`config.mk`:
```
export PLATFORM = sky130hd
export DESIGN_NAME = qdr_sniffer_top
export DESIGN_NICKNAME = d
export VERILOG_FILES = /design/src/hw/qdr_sniffer_pkg.sv /design/src/hw/qdr_cmd_if.sv /design/src/hw/qdr_cfg_regs.sv /design/src/hw/qdr_backdoor_port.sv /design/src/hw/qdr_sniffer_arb.sv /design/src/hw/qdr_sniffer_top.sv
export VERILOG_INCLUDE_DIRS = /design/src /design/src/hw
export SDC_FILE = /design/constraint.sdc
export NUM_CORES = 1
export LEC_CHECK = 0
export BUFFER_PORTS_ARGS = -buffer_cell sky130_fd_sc_hd__buf_2
export CELL_PAD_IN_SITES_DETAIL_PLACEMENT = 1
export CELL_PAD_IN_SITES_GLOBAL_PLACEMENT = 1
export CORE_AREA = 5 5 230 232
export CTS_CLUSTER_DIAMETER = 50
export CTS_CLUSTER_SIZE = 12
export DETAILED_ROUTE_END_ITERATION = 8
export DIE_AREA = 0 0 235 237
export PLACE_DENSITY_LB_ADDON = 0.05
export SYNTH_ARGS = -nofsm -noshare
export SYNTH_HDL_FRONTEND = slang
export SYNTH_SLANG_ARGS = --single-unit
export TNS_END_PERCENT = 100
```
`constraint.sdc`:
```
create_clock -name qdr_clk -period 5.23 [get_ports qdr_clk]
set_input_delay 0.2615 -clock qdr_clk [delete_from_list [all_inputs] [get_ports qdr_clk]]
set_output_delay 0.2615 -clock qdr_clk [all_outputs]
set_load 0.01 [all_outputs]
```
`src/hw/qdr_sniffer_defines.svh`:
```
`ifndef QDR_SNIFFER_DEFINES_SVH
`define QDR_SNIFFER_DEFINES_SVH

// QDR word address width.
`define QDR_ADDR_WIDTH 21

// one burst half; a full QDR word is two halves.
`define QDR_DATA_WIDTH 36

// byte-write bits per burst half.
`define QDR_BW_WIDTH 2

// cycles from a read strobe to the matching data-valid pulse.
`define QDR_LATENCY 6

// config register byte offsets.
`define CFG_CTRL   4'h0
`define CFG_STATUS 4'h4
`define CFG_GRANTS 4'h8

`endif

```
`src/hw/qdr_sniffer_pkg.sv`:
```
`default_nettype none

package qdr_sniffer_pkg;

  // arbiter owner of the QDR command port, one-hot.
  typedef enum logic [3:0] {
    SLAVE         = 4'b0001, // fabric owns the port.
    SLAVE_WAIT    = 4'b0010, // let the fabric command in flight finish.
    BACKDOOR      = 4'b0100, // the single backdoor slot.
    BACKDOOR_WAIT = 4'b1000
  } arb_state_t;

  // AXI4-Lite response codes used by both host ports.
  typedef enum logic [1:0] {
    OKAY   = 2'b00,
    SLVERR = 2'b10
  } axi_resp_t;

endpackage

`default_nettype wire

```
`src/hw/qdr_cmd_if.sv`:
```
`timescale 1ns/1ps
`default_nettype none

`include "qdr_sniffer_defines.svh"

// One backdoor QDR command and the read data coming back.
interface qdr_cmd_if;

  logic                           req;   // held until ack.
  logic                           rnw;
  logic [`QDR_ADDR_WIDTH-1:0]     addr;
  logic [2*`QDR_DATA_WIDTH-1:0]   wdata;
  logic [2*`QDR_BW_WIDTH-1:0]     be;
  logic                           ack;   // one cycle, fields are sampled here.
  logic [2*`QDR_DATA_WIDTH-1:0]   rdata;

  modport requester (
    output req, rnw, addr, wdata, be,
    input  ack, rdata
  );

  modport granter (
    input  req, rnw, addr, wdata, be,
    output ack, rdata
  );

endinterface

`default_nettype wire

```
`src/hw/qdr_cfg_regs.sv`:
```
`timescale 1ns/1ps
`default_nettype none

`include "qdr_sniffer_defines.svh"

module qdr_cfg_regs (
  input  logic                      qdr_clk,
  input  logic                      qdr_rst,
  input  logic [3:0]                cfg_awaddr,
  input  logic                      cfg_awvalid,
  output logic                      cfg_awready,
  input  logic [31:0]               cfg_wdata,
  input  logic                      cfg_wvalid,
  output logic                      cfg_wready,
  output qdr_sniffer_pkg::axi_resp_t cfg_bresp,
  output logic                      cfg_bvalid,
  input  logic                      cfg_bready,
  input  logic [3:0]                cfg_araddr,
  input  logic                      cfg_arvalid,
  output logic                      cfg_arready,
  output logic [31:0]               cfg_rdata,
  output qdr_sniffer_pkg::axi_resp_t cfg_rresp,
  output logic                      cfg_rvalid,
  input  logic                      cfg_rready,
  input  logic                      phy_rdy,
  input  logic                      cal_fail,
  input  logic                      grant_pulse,
  output logic                      qdr_reset,
  output logic                      backdoor_en
);

  logic [1:0]  ctrl_q;     // bit 0 is the QDR reset, bit 1 the backdoor enable.
  logic [1:0]  sync_q1;
  logic [1:0]  sync_q2;
  logic [31:0] grant_cnt;
  logic        idle;
  logic        wr_go;
  logic        rd_go;

  // one transaction at a time, a write wins over a read in the same cycle.
  assign idle  = !cfg_bvalid && !cfg_rvalid;
  assign wr_go = idle && cfg_awvalid && cfg_wvalid;
  assign rd_go = idle && cfg_arvalid && !wr_go;

  assign cfg_awready = idle;
  assign cfg_wready  = idle;
  assign cfg_arready = idle && !(cfg_awvalid && cfg_wvalid);

  assign qdr_reset   = ctrl_q[0];
  assign backdoor_en = ctrl_q[1];

  always_ff @(posedge qdr_clk) begin
    if (qdr_rst) begin
      sync_q1 <= 2'b00;
      sync_q2 <= 2'b00;
    end else begin
      sync_q1 <= {cal_fail, phy_rdy}; // status bits come from the PHY clock domain.
      sync_q2 <= sync_q1;
    end
  end

  always_ff @(posedge qdr_clk) begin
    if (qdr_rst) begin
      ctrl_q     <= 2'b10;
      grant_cnt  <= 32'd0;
      cfg_bvalid <= 1'b0;
      cfg_rvalid <= 1'b0;
    end else begin
      if (grant_pulse) grant_cnt <= grant_cnt + 32'd1;
      if (cfg_bvalid && cfg_bready) cfg_bvalid <= 1'b0;
      if (cfg_rvalid && cfg_rready) cfg_rvalid <= 1'b0;
      if (wr_go) begin
        cfg_bvalid <= 1'b1;
        if (cfg_awaddr == `CFG_CTRL) ctrl_q <= cfg_wdata[1:0];
      end
      if (rd_go) cfg_rvalid <= 1'b1;
    end
  end

  always_ff @(posedge qdr_clk) begin
    if (wr_go) begin
      case (cfg_awaddr)
        `CFG_CTRL, `CFG_STATUS, `CFG_GRANTS: cfg_bresp <= qdr_sniffer_pkg::OKAY;
        default:                             cfg_bresp <= qdr_sniffer_pkg::SLVERR;
      endcase
    end
    if (rd_go) begin
      cfg_rresp <= qdr_sniffer_pkg::OKAY;
      case (cfg_araddr)
        `CFG_CTRL:   cfg_rdata <= {30'd0, ctrl_q};
        `CFG_STATUS: cfg_rdata <= {30'd0, sync_q2};
        `CFG_GRANTS: cfg_rdata <= grant_cnt;
        default: begin
          cfg_rdata <= 32'd0;
          cfg_rresp <= qdr_sniffer_pkg::SLVERR;
        end
      endcase
    end
  end

endmodule

`default_nettype wire

```
`src/hw/qdr_backdoor_port.sv`:
```
`timescale 1ns/1ps
`default_nettype none

`include "qdr_sniffer_defines.svh"

module qdr_backdoor_port (
  input  logic                       qdr_clk,
  input  logic                       qdr_rst,
  input  logic [31:0]                bd_awaddr,
  input  logic                       bd_awvalid,
  output logic                       bd_awready,
  input  logic [31:0]                bd_wdata,
  input  logic [3:0]                 bd_wstrb,
  input  logic                       bd_wvalid,
  output logic                       bd_wready,
  output qdr_sniffer_pkg::axi_resp_t bd_bresp,
  output logic                       bd_bvalid,
  input  logic                       bd_bready,
  input  logic [31:0]                bd_araddr,
  input  logic                       bd_arvalid,
  output logic                       bd_arready,
  output logic [31:0]                bd_rdata,
  output qdr_sniffer_pkg::axi_resp_t bd_rresp,
  output logic                       bd_rvalid,
  input  logic                       bd_rready,
  input  logic                       backdoor_en,
  qdr_cmd_if.requester               cmd
);

  localparam int CNT_W = $clog2(`QDR_LATENCY + 1);

  logic [CNT_W-1:0]           lat_cnt;
  logic                       rd_busy;
  logic                       rd_half;   // byte address bit 2 of the read in flight.
  logic                       idle;
  logic                       wr_go;
  logic                       rd_go;
  logic [`QDR_DATA_WIDTH-1:0] host_half;
  logic [`QDR_BW_WIDTH-1:0]   host_be;

  assign idle  = !cmd.req && !rd_busy && !bd_bvalid && !bd_rvalid;
  assign wr_go = idle && bd_awvalid && bd_wvalid;
  assign rd_go = idle && bd_arvalid && !wr_go;

  assign bd_awready = idle;
  assign bd_wready  = idle;
  assign bd_arready = idle && !(bd_awvalid && bd_wvalid);

  // The host word sits in the low bits of a half, the spare top bits stay zero.
  assign host_half = {{(`QDR_DATA_WIDTH - 32){1'b0}}, bd_wdata};
  assign host_be   = {|bd_wstrb[3:2], |bd_wstrb[1:0]};

  always_ff @(posedge qdr_clk) begin
    if (qdr_rst) begin
      cmd.req   <= 1'b0;
      rd_busy   <= 1'b0;
      lat_cnt   <= '0;
      bd_bvalid <= 1'b0;
      bd_rvalid <= 1'b0;
    end else begin
      if (bd_bvalid && bd_bready) bd_bvalid <= 1'b0;
      if (bd_rvalid && bd_rready) bd_rvalid <= 1'b0;
      if (wr_go) begin
        if (backdoor_en) cmd.req <= 1'b1;
        else bd_bvalid <= 1'b1; // disabled, answer at once with an error.
      end
      if (rd_go) begin
        if (backdoor_en) cmd.req <= 1'b1;
        else bd_rvalid <= 1'b1;
      end
      if (cmd.req && cmd.ack) begin
        cmd.req <= 1'b0;
        if (cmd.rnw) begin
          rd_busy <= 1'b1;
          lat_cnt <= CNT_W'(`QDR_LATENCY - 1);
        end else begin
          bd_bvalid <= 1'b1;
        end
      end
      // The read data is on the bus in the cycle the count reaches zero.
      if (rd_busy) begin
        if (lat_cnt == '0) begin
          rd_busy   <= 1'b0;
          bd_rvalid <= 1'b1;
        end else begin
          lat_cnt <= lat_cnt - 1'b1;
        end
      end
    end
  end

  always_ff @(posedge qdr_clk) begin
    if (wr_go) begin
      cmd.rnw  <= 1'b0;
      cmd.addr <= bd_awaddr[`QDR_ADDR_WIDTH+2:3];
      if (bd_awaddr[2]) begin
        cmd.wdata <= {host_half, {`QDR_DATA_WIDTH{1'b0}}};
        cmd.be    <= {host_be, {`QDR_BW_WIDTH{1'b0}}};
      end else begin
        cmd.wdata <= {{`QDR_DATA_WIDTH{1'b0}}, host_half};
        cmd.be    <= {{`QDR_BW_WIDTH{1'b0}}, host_be};
      end
      bd_bresp <= backdoor_en ? qdr_sniffer_pkg::OKAY : qdr_sniffer_pkg::SLVERR;
    end
    if (rd_go) begin
      cmd.rnw  <= 1'b1;
      cmd.addr <= bd_araddr[`QDR_ADDR_WIDTH+2:3];
      cmd.be   <= '0;
      rd_half  <= bd_araddr[2];
      bd_rresp <= backdoor_en ? qdr_sniffer_pkg::OKAY : qdr_sniffer_pkg::SLVERR;
      if (!backdoor_en) bd_rdata <= 32'd0;
    end
    if (rd_busy && lat_cnt == '0) begin
      bd_rdata <= rd_half ? cmd.rdata[`QDR_DATA_WIDTH+31:`QDR_DATA_WIDTH]
                          : cmd.rdata[31:0];
    end
  end

endmodule

`default_nettype wire

```
`src/hw/qdr_sniffer_arb.sv`:
```
`timescale 1ns/1ps
`default_nettype none

`include "qdr_sniffer_defines.svh"

module qdr_sniffer_arb (
  input  logic                           qdr_clk,
  input  logic                           qdr_rst,
  qdr_cmd_if.granter                     cmd,
  input  logic [31:0]                    slave_addr,
  input  logic                           slave_wr_strb,
  input  logic                           slave_rd_strb,
  input  logic [2*`QDR_DATA_WIDTH-1:0]   slave_wr_data,
  input  logic [2*`QDR_BW_WIDTH-1:0]     slave_wr_be,
  output logic                           slave_ack,
  output logic                           grant_pulse,
  output logic [`QDR_ADDR_WIDTH-1:0]     master_addr,
  output logic                           master_wr_strb,
  output logic                           master_rd_strb,
  output logic [2*`QDR_DATA_WIDTH-1:0]   master_wr_data,
  output logic [2*`QDR_BW_WIDTH-1:0]     master_wr_be,
  input  logic [2*`QDR_DATA_WIDTH-1:0]   master_rd_data
);

  qdr_sniffer_pkg::arb_state_t state;
  logic                        slave_busy;
  logic                        fabric_side;

  assign slave_busy = slave_wr_strb || slave_rd_strb;

  always_ff @(posedge qdr_clk) begin
    if (qdr_rst) begin
      state <= qdr_sniffer_pkg::SLAVE;
    end else begin
      case (state)
        qdr_sniffer_pkg::SLAVE: begin
          if (cmd.req) begin
            // a fabric strobe seen here is still issued, so give it one cycle.
            state <= slave_busy ? qdr_sniffer_pkg::SLAVE_WAIT : qdr_sniffer_pkg::BACKDOOR;
          end
        end
        qdr_sniffer_pkg::SLAVE_WAIT:    state <= qdr_sniffer_pkg::BACKDOOR;
        qdr_sniffer_pkg::BACKDOOR:      state <= qdr_sniffer_pkg::BACKDOOR_WAIT;
        qdr_sniffer_pkg::BACKDOOR_WAIT: state <= qdr_sniffer_pkg::SLAVE;
        default:                        state <= qdr_sniffer_pkg::SLAVE;
      endcase
    end
  end

  assign slave_ack   = (state == qdr_sniffer_pkg::SLAVE);
  assign cmd.ack     = (state == qdr_sniffer_pkg::BACKDOOR); // the one backdoor slot.
  assign grant_pulse = cmd.ack;

  // Write data stays on the fabric until the backdoor slot is near.
  assign fabric_side = (state == qdr_sniffer_pkg::SLAVE) ||
                       (state == qdr_sniffer_pkg::SLAVE_WAIT);

  assign master_wr_strb = (slave_wr_strb && slave_ack) || (cmd.req && !cmd.rnw && cmd.ack);
  assign master_rd_strb = (slave_rd_strb && slave_ack) || (cmd.req && cmd.rnw && cmd.ack);
  assign master_addr    = slave_ack ? slave_addr[`QDR_ADDR_WIDTH-1:0] : cmd.addr;
  assign master_wr_data = fabric_side ? slave_wr_data : cmd.wdata;
  assign master_wr_be   = fabric_side ? slave_wr_be : cmd.be;

  assign cmd.rdata = master_rd_data;

endmodule

`default_nettype wire

```
`src/hw/qdr_sniffer_top.sv`:
```
`timescale 1ns/1ps
`default_nettype none

`include "qdr_sniffer_defines.svh"

module qdr_sniffer_top (
  input  logic                           qdr_clk,
  input  logic                           qdr_rst,
  input  logic [3:0]                     cfg_awaddr,
  input  logic                           cfg_awvalid,
  output logic                           cfg_awready,
  input  logic [31:0]                    cfg_wdata,
  input  logic                           cfg_wvalid,
  output logic                           cfg_wready,
  output qdr_sniffer_pkg::axi_resp_t     cfg_bresp,
  output logic                           cfg_bvalid,
  input  logic                           cfg_bready,
  input  logic [3:0]                     cfg_araddr,
  input  logic                           cfg_arvalid,
  output logic                           cfg_arready,
  output logic [31:0]                    cfg_rdata,
  output qdr_sniffer_pkg::axi_resp_t     cfg_rresp,
  output logic                           cfg_rvalid,
  input  logic                           cfg_rready,
  input  logic [31:0]                    bd_awaddr,
  input  logic                           bd_awvalid,
  output logic                           bd_awready,
  input  logic [31:0]                    bd_wdata,
  input  logic [3:0]                     bd_wstrb,
  input  logic                           bd_wvalid,
  output logic                           bd_wready,
  output qdr_sniffer_pkg::axi_resp_t     bd_bresp,
  output logic                           bd_bvalid,
  input  logic                           bd_bready,
  input  logic [31:0]                    bd_araddr,
  input  logic                           bd_arvalid,
  output logic                           bd_arready,
  output logic [31:0]                    bd_rdata,
  output qdr_sniffer_pkg::axi_resp_t     bd_rresp,
  output logic                           bd_rvalid,
  input  logic                           bd_rready,
  input  logic [31:0]                    slave_addr,
  input  logic                           slave_wr_strb,
  input  logic                           slave_rd_strb,
  input  logic [2*`QDR_DATA_WIDTH-1:0]   slave_wr_data,
  input  logic [2*`QDR_BW_WIDTH-1:0]     slave_wr_be,
  output logic                           slave_ack,
  output logic [2*`QDR_DATA_WIDTH-1:0]   slave_rd_data,
  output logic                           slave_rd_dvld,
  output logic [`QDR_ADDR_WIDTH-1:0]     master_addr,
  output logic                           master_wr_strb,
  output logic                           master_rd_strb,
  output logic [2*`QDR_DATA_WIDTH-1:0]   master_wr_data,
  output logic [2*`QDR_BW_WIDTH-1:0]     master_wr_be,
  input  logic [2*`QDR_DATA_WIDTH-1:0]   master_rd_data,
  input  logic                           master_rd_dvld,
  input  logic                           phy_rdy,
  input  logic                           cal_fail,
  output logic                           qdr_reset
);

  logic grant_pulse;
  logic backdoor_en;

  qdr_cmd_if cmd ();

  // Port names match the top level, so the blocks connect by name.
  qdr_cfg_regs qdr_cfg_regs_i (.*);

  qdr_backdoor_port qdr_backdoor_port_i (.*);

  qdr_sniffer_arb qdr_sniffer_arb_i (.*);

  // fabric reads come straight back from the controller.
  assign slave_rd_data = master_rd_data;
  assign slave_rd_dvld = master_rd_dvld;

endmodule

`default_nettype wire

```
==> results by stage <==
CTS:
- In this run the clock root is driven by a clkbuf_16.
- The clock slew at the register clock pins of the worst setup and hold paths is 50 ps.
- The latest clock arrival within the worst-skew pair is 540 ps.
- The CTS tree is yes.
- The clock tree buffer depth is 3.
- After clock tree synthesis, the repair step resized 0 gates.
- The CTS sink count is 210.
- The number of buffers created by CTS is 38.
- The number of setup buffers added after CTS is 0.
- The total of hold buffers inserted after clock tree synthesis is 76.
- The number of H-tree branching levels is 2.

Power and ir drop:
- The combinational share of power is 0.174.
- The leakage component of the power is 6.47 nW.
- The power share of the clock group is 0.473.
- The total power divided by cell area is 356 nW/um^2.
- IR analysis of the VDD net gives a maximum drop of 174 uV.
- The share of total power dissipated in sequential elements is 0.353.
- The net switching share of the total power is 0.263.
- The analysis attributes to net switching a power of 1.42 mW.
- The internal portion of the total power is 3.97 mW.

Timing:
- The final number of hold-violating endpoints is 0.
- For the pin with the worst max-slew slack, the measured transition is 1110 ps.
- The sum of negative setup slack is 0 ps.
- Setup violations remaining at the end of the flow were counted as 0.
- The maximum clock frequency is 284 MHz.
- The max-slew violation count is 0.
- The worst path in the final design needs a cycle of 3530 ps, including I/O delays and setup.
- The final worst clock skew is 28.5 ps.
- The fraction of the cycle the final worst path needs is 0.674.
- Setup repair after global routing left no endpoint under its margin.
- The relative max-transition margin is 0.254.

Layout:
- The non-filler instance count after layout is 2130.
- With fillers left out, the area of the finished cells amounts to 15100 sq um.
- Of the cells placed in the final design, the portion with a size suffix greater than 1 is 0.472.
- The core occupancy in the finished layout is 0.298.
- The final-stage net count is 1757.
- The signed area change from the synthesized netlist to the final layout is 46.9%.

GRT:
- Global routing finished with a remaining overflow of 0.
- The first global-routing pass estimated 58600 microns of wire.
- The number of global-route vias before repair was 9420.
- The number of antenna violations at the first check in global routing is 7.
- Entering global routing, the biggest net connects 69 pins.
- For this run, the total global-route usage over all layers was measured as 0.135.

Floorplanning:
- The floorplan has 83 rows.
- The floorplan die area is 55700 sq um.
- From bottom edge to top edge, the die measures 237 microns.
- The die span in x is 235 microns.
- The core region is 50800 sq um.
- The initial core utilization is 0.203.
- The number of ports placed on the die boundary is 593.

Run status:
- The flow ran to the end, and the final reports show no timing, DRC or antenna violations.

Hold path:
- The startpoint of the tightest hold check path is bd_wdata[15].
- The number of instances on the worst hold path is 2.
- The path with the worst hold slack has its endpoint at qdr_backdoor_port_i.cmd.wdata[51]$_SDFFCE_PN0P_.
- The worst hold path belongs to the class in2reg.

Synth:
- The async set-reset flop share out of synthesis is 0.
- The leading area contributor after synthesis is edfxtp_1.
- Yosys mapped a number of flops with a built-in enable equal to 154.
- The summed instance area of the synthesized netlist is 10300 sq um.
- The share of synthesized area occupied by flip-flops and latches is 0.557.
- Dividing the synthesized area by the synthesized cell count gives 11.4 sq um.
- The synthesized netlist cell count is 905.
- Synthesis instantiated 50 different standard cells from the library.
- Yosys printed 0 warnings.
- The flip-flop and latch count after synthesis is 210.
- In the post-synthesis netlist, the biggest area contributors are edfxtp_1 (45%), dfxtp_1 (11%), mux2_2 (9.9%), buf_4 (5.8%), and2_1 (4.1%).
- Yosys instantiated no cell more often than edfxtp_1.
- The most used flip-flop cell after synthesis is edfxtp_1.
- By count the netlist is led by edfxtp_1 (154), mux2_2 (91), nand2_1 (82).
- The share of synthesized area in the top cell type comes to 0.449.

Setup path:
- The cell with the biggest individual delay on the critical path is inv_1.
- The worst reg2reg path depth is 7.
- Broken down by cell family, the worst path's largest delay share belongs to buffers and inverters.
- Together, buffers and inverters on the worst path number 3.
- The maximum cell stage delay along the critical path is 1020 ps.
- STA classifies the critical path endpoint as a register.
- The worst setup path is launched from a register.
- At the worst endpoint, the arrival time is 3950 ps.
- The setup slack of the most critical reg-to-reg path is 1700 ps.
- The startpoint-to-endpoint class of the critical path is reg2reg.
- The launch point of the worst reg-to-reg path is qdr_backdoor_port_i.rd_busy$_SDFF_PP0_.
- The endpoint identified for the worst register-to-register timing path is qdr_backdoor_port_i.cmd.addr[12]$_DFFE_PP_.
- For the worst setup path, the data required time is 5650 ps.
- The most numerous cell type found on the critical path is nand2_1.
- Traced cell by cell, the critical path runs through nor4_1 -> buf_4 -> nand3_1 -> inv_1 -> nand2_1 -> nand2_1 -> dlygate4sd3_1.
- Along the worst path, the maximum fanout reaches 24.

Drt:
- The via count is 8519.
- The post-detailed-route count of antenna-violating nets is 0.
- Dividing the detail-routed via count by the number of cells gives 4.00.
- In the routed design, unresolved DRC markers number 0.
- The routed length per instance is 18.5 microns.
- In this run, the number of DRC markers left after iteration 0 of detailed routing was 305.
- The number of optimization iterations in the first detailed-route pass is 4.
- Summed over all layers, the routed wires come to 39400 microns.

Run:
- The count of maximum capacitance violations is 0.

Placed design:
- The placed cell area is 13100 sq um.
- The total of buffers placed on input and output ports is 509.
- The detailed placement HPWL is 30300 microns.
- The weighted congestion reported at the end of routability-driven placement is 0.740.
- The cell total after placement is 1981.
==> placed cells by master (no fill, tap or decap), types with 7 or more instances in the layout <==
| cell | count |
|---|---|
| nor2b_1 | 43 |
| dlygate4sd3_1 | 76 |
| xor2_1 | 7 |
| o31ai_1 | 11 |
| nand4_1 | 11 |
| buf_2 | 509 |
| edfxtp_1 | 154 |
| dfxtp_1 | 56 |
| nand3_1 | 15 |
| mux2i_1 | 35 |
| nor2_1 | 66 |
| inv_1 | 22 |
| or4_1 | 11 |
| or3_1 | 7 |
| a21oi_1 | 30 |
| mux2_2 | 91 |
| clkbuf_16 | 39 |
| buf_4 | 10 |
| nand2_1 | 82 |
| o21ai_0 | 11 |
| and2_1 | 67 |
==> worst max path at each step <==
stage                                            from                                              to  slack [ps]  cells after the start
2_1_floorplan                                register   qdr_backdoor_port_i.bd_rdata[0]$_SDFFCE_PN0P_         940                      3
3_3_place_gp                                 register  qdr_backdoor_port_i.bd_rdata[10]$_SDFFCE_PN0P_        1690                      4
6_report       qdr_backdoor_port_i.rd_busy$_SDFF_PP0_      qdr_backdoor_port_i.cmd.addr[12]$_DFFE_PP_        1700                      7
5_1_grt        qdr_backdoor_port_i.rd_busy$_SDFF_PP0_      qdr_backdoor_port_i.cmd.addr[12]$_DFFE_PP_        1300                      7
3_5_place_dp   qdr_backdoor_port_i.rd_busy$_SDFF_PP0_   qdr_backdoor_port_i.bd_rdata[7]$_SDFFCE_PN0P_        1810                      4
4_1_cts        qdr_backdoor_port_i.rd_busy$_SDFF_PP0_      qdr_backdoor_port_i.cmd.addr[12]$_DFFE_PP_        1520                      7
==> kinds of logic (layout without fill, tap and decap cells) <==
family          after synthesis  count (layout)  share of synthesized area
simple gates                337             337                      0.172
flops                       210             210                      0.557
buf+inv                     148             686                     0.0829
mux                         126             126                      0.133
compound gates               69              69                     0.0407
xor+xnor                     11              11                    0.00934
fa+ha+maj                     3               3                    0.00364
other cells                   1               8                   0.000364
==> cell type report <==
cell class	count	area, sq um
fillers	5791	35600
flip-flops and latches	210	5750
multi-input cells	550	3760
repair buffers	595	3380
clock buffers	44	1010
well taps	680	851
clock inverters	25	300
inverters	22	82.6
diodes	4	10.0
==> metrics by stage <==
step	hold WS, ps	setup WS (ps)	power (mW)
floorplan	360	937	2.45
global placement	420	1690	2.84
detailed placement	430	1810	2.84
CTS	0.259	1520	5.53
global route	28.5	1300	5.65
finish	40.8	1700	5.39
==> power groups by stage <==
| stage | combinational (mW) | clock, mW | sequential (mW) |
|---|---|---|---|
| 6_report | 0.936 | 2.55 | 1.90 |
| 5_1_grt | 1.02 | 2.72 | 1.91 |
| 3_5_place_dp | 0.902 | 0 | 1.94 |
| 2_1_floorplan | 0.518 | 0 | 1.93 |
| 3_3_place_gp | 0.902 | 0 | 1.94 |
| 4_1_cts | 0.966 | 2.65 | 1.91 |
==> layer usage <==
metal / track usage / vias up / share of wire / routed length, microns
met1: 0.156 / 4054 / 0.40 / 15800
met5: 0 / - / 0.0011 / 42
met4: 0.0366 / 8 / 0.019 / 733
li1: - / 4151 / - / -
met3: 0.0432 / 53 / 0.068 / 2680
met2: 0.240 / 253 / 0.51 / 20200
==> flip-flops by register name (all words and copies together) (netlist names), named ones only <==
register,cells
qdr_cfg_regs_i.cfg_rresp,1
qdr_backdoor_port_i.cmd.wdata,64
qdr_cfg_regs_i.cfg_bvalid,1
qdr_backdoor_port_i.bd_bresp,1
qdr_backdoor_port_i.rd_half,1
qdr_backdoor_port_i.lat_cnt,3
qdr_cfg_regs_i.cfg_rvalid,1
qdr_backdoor_port_i.cmd.addr,21
qdr_backdoor_port_i.bd_rdata,32
qdr_cfg_regs_i.ctrl_q,2
qdr_cfg_regs_i.cfg_rdata,32
qdr_backdoor_port_i.rd_busy,1
qdr_backdoor_port_i.bd_bvalid,1
qdr_backdoor_port_i.bd_rresp,1
qdr_cfg_regs_i.sync_q2,2
qdr_backdoor_port_i.cmd.rnw,1
qdr_backdoor_port_i.bd_rvalid,1
qdr_cfg_regs_i.grant_cnt,32
qdr_cfg_regs_i.cfg_bresp,1
qdr_sniffer_arb_i.state,4
qdr_cfg_regs_i.sync_q1,2
qdr_backdoor_port_i.cmd.be,4
Power figures use the tool's default switching activity.
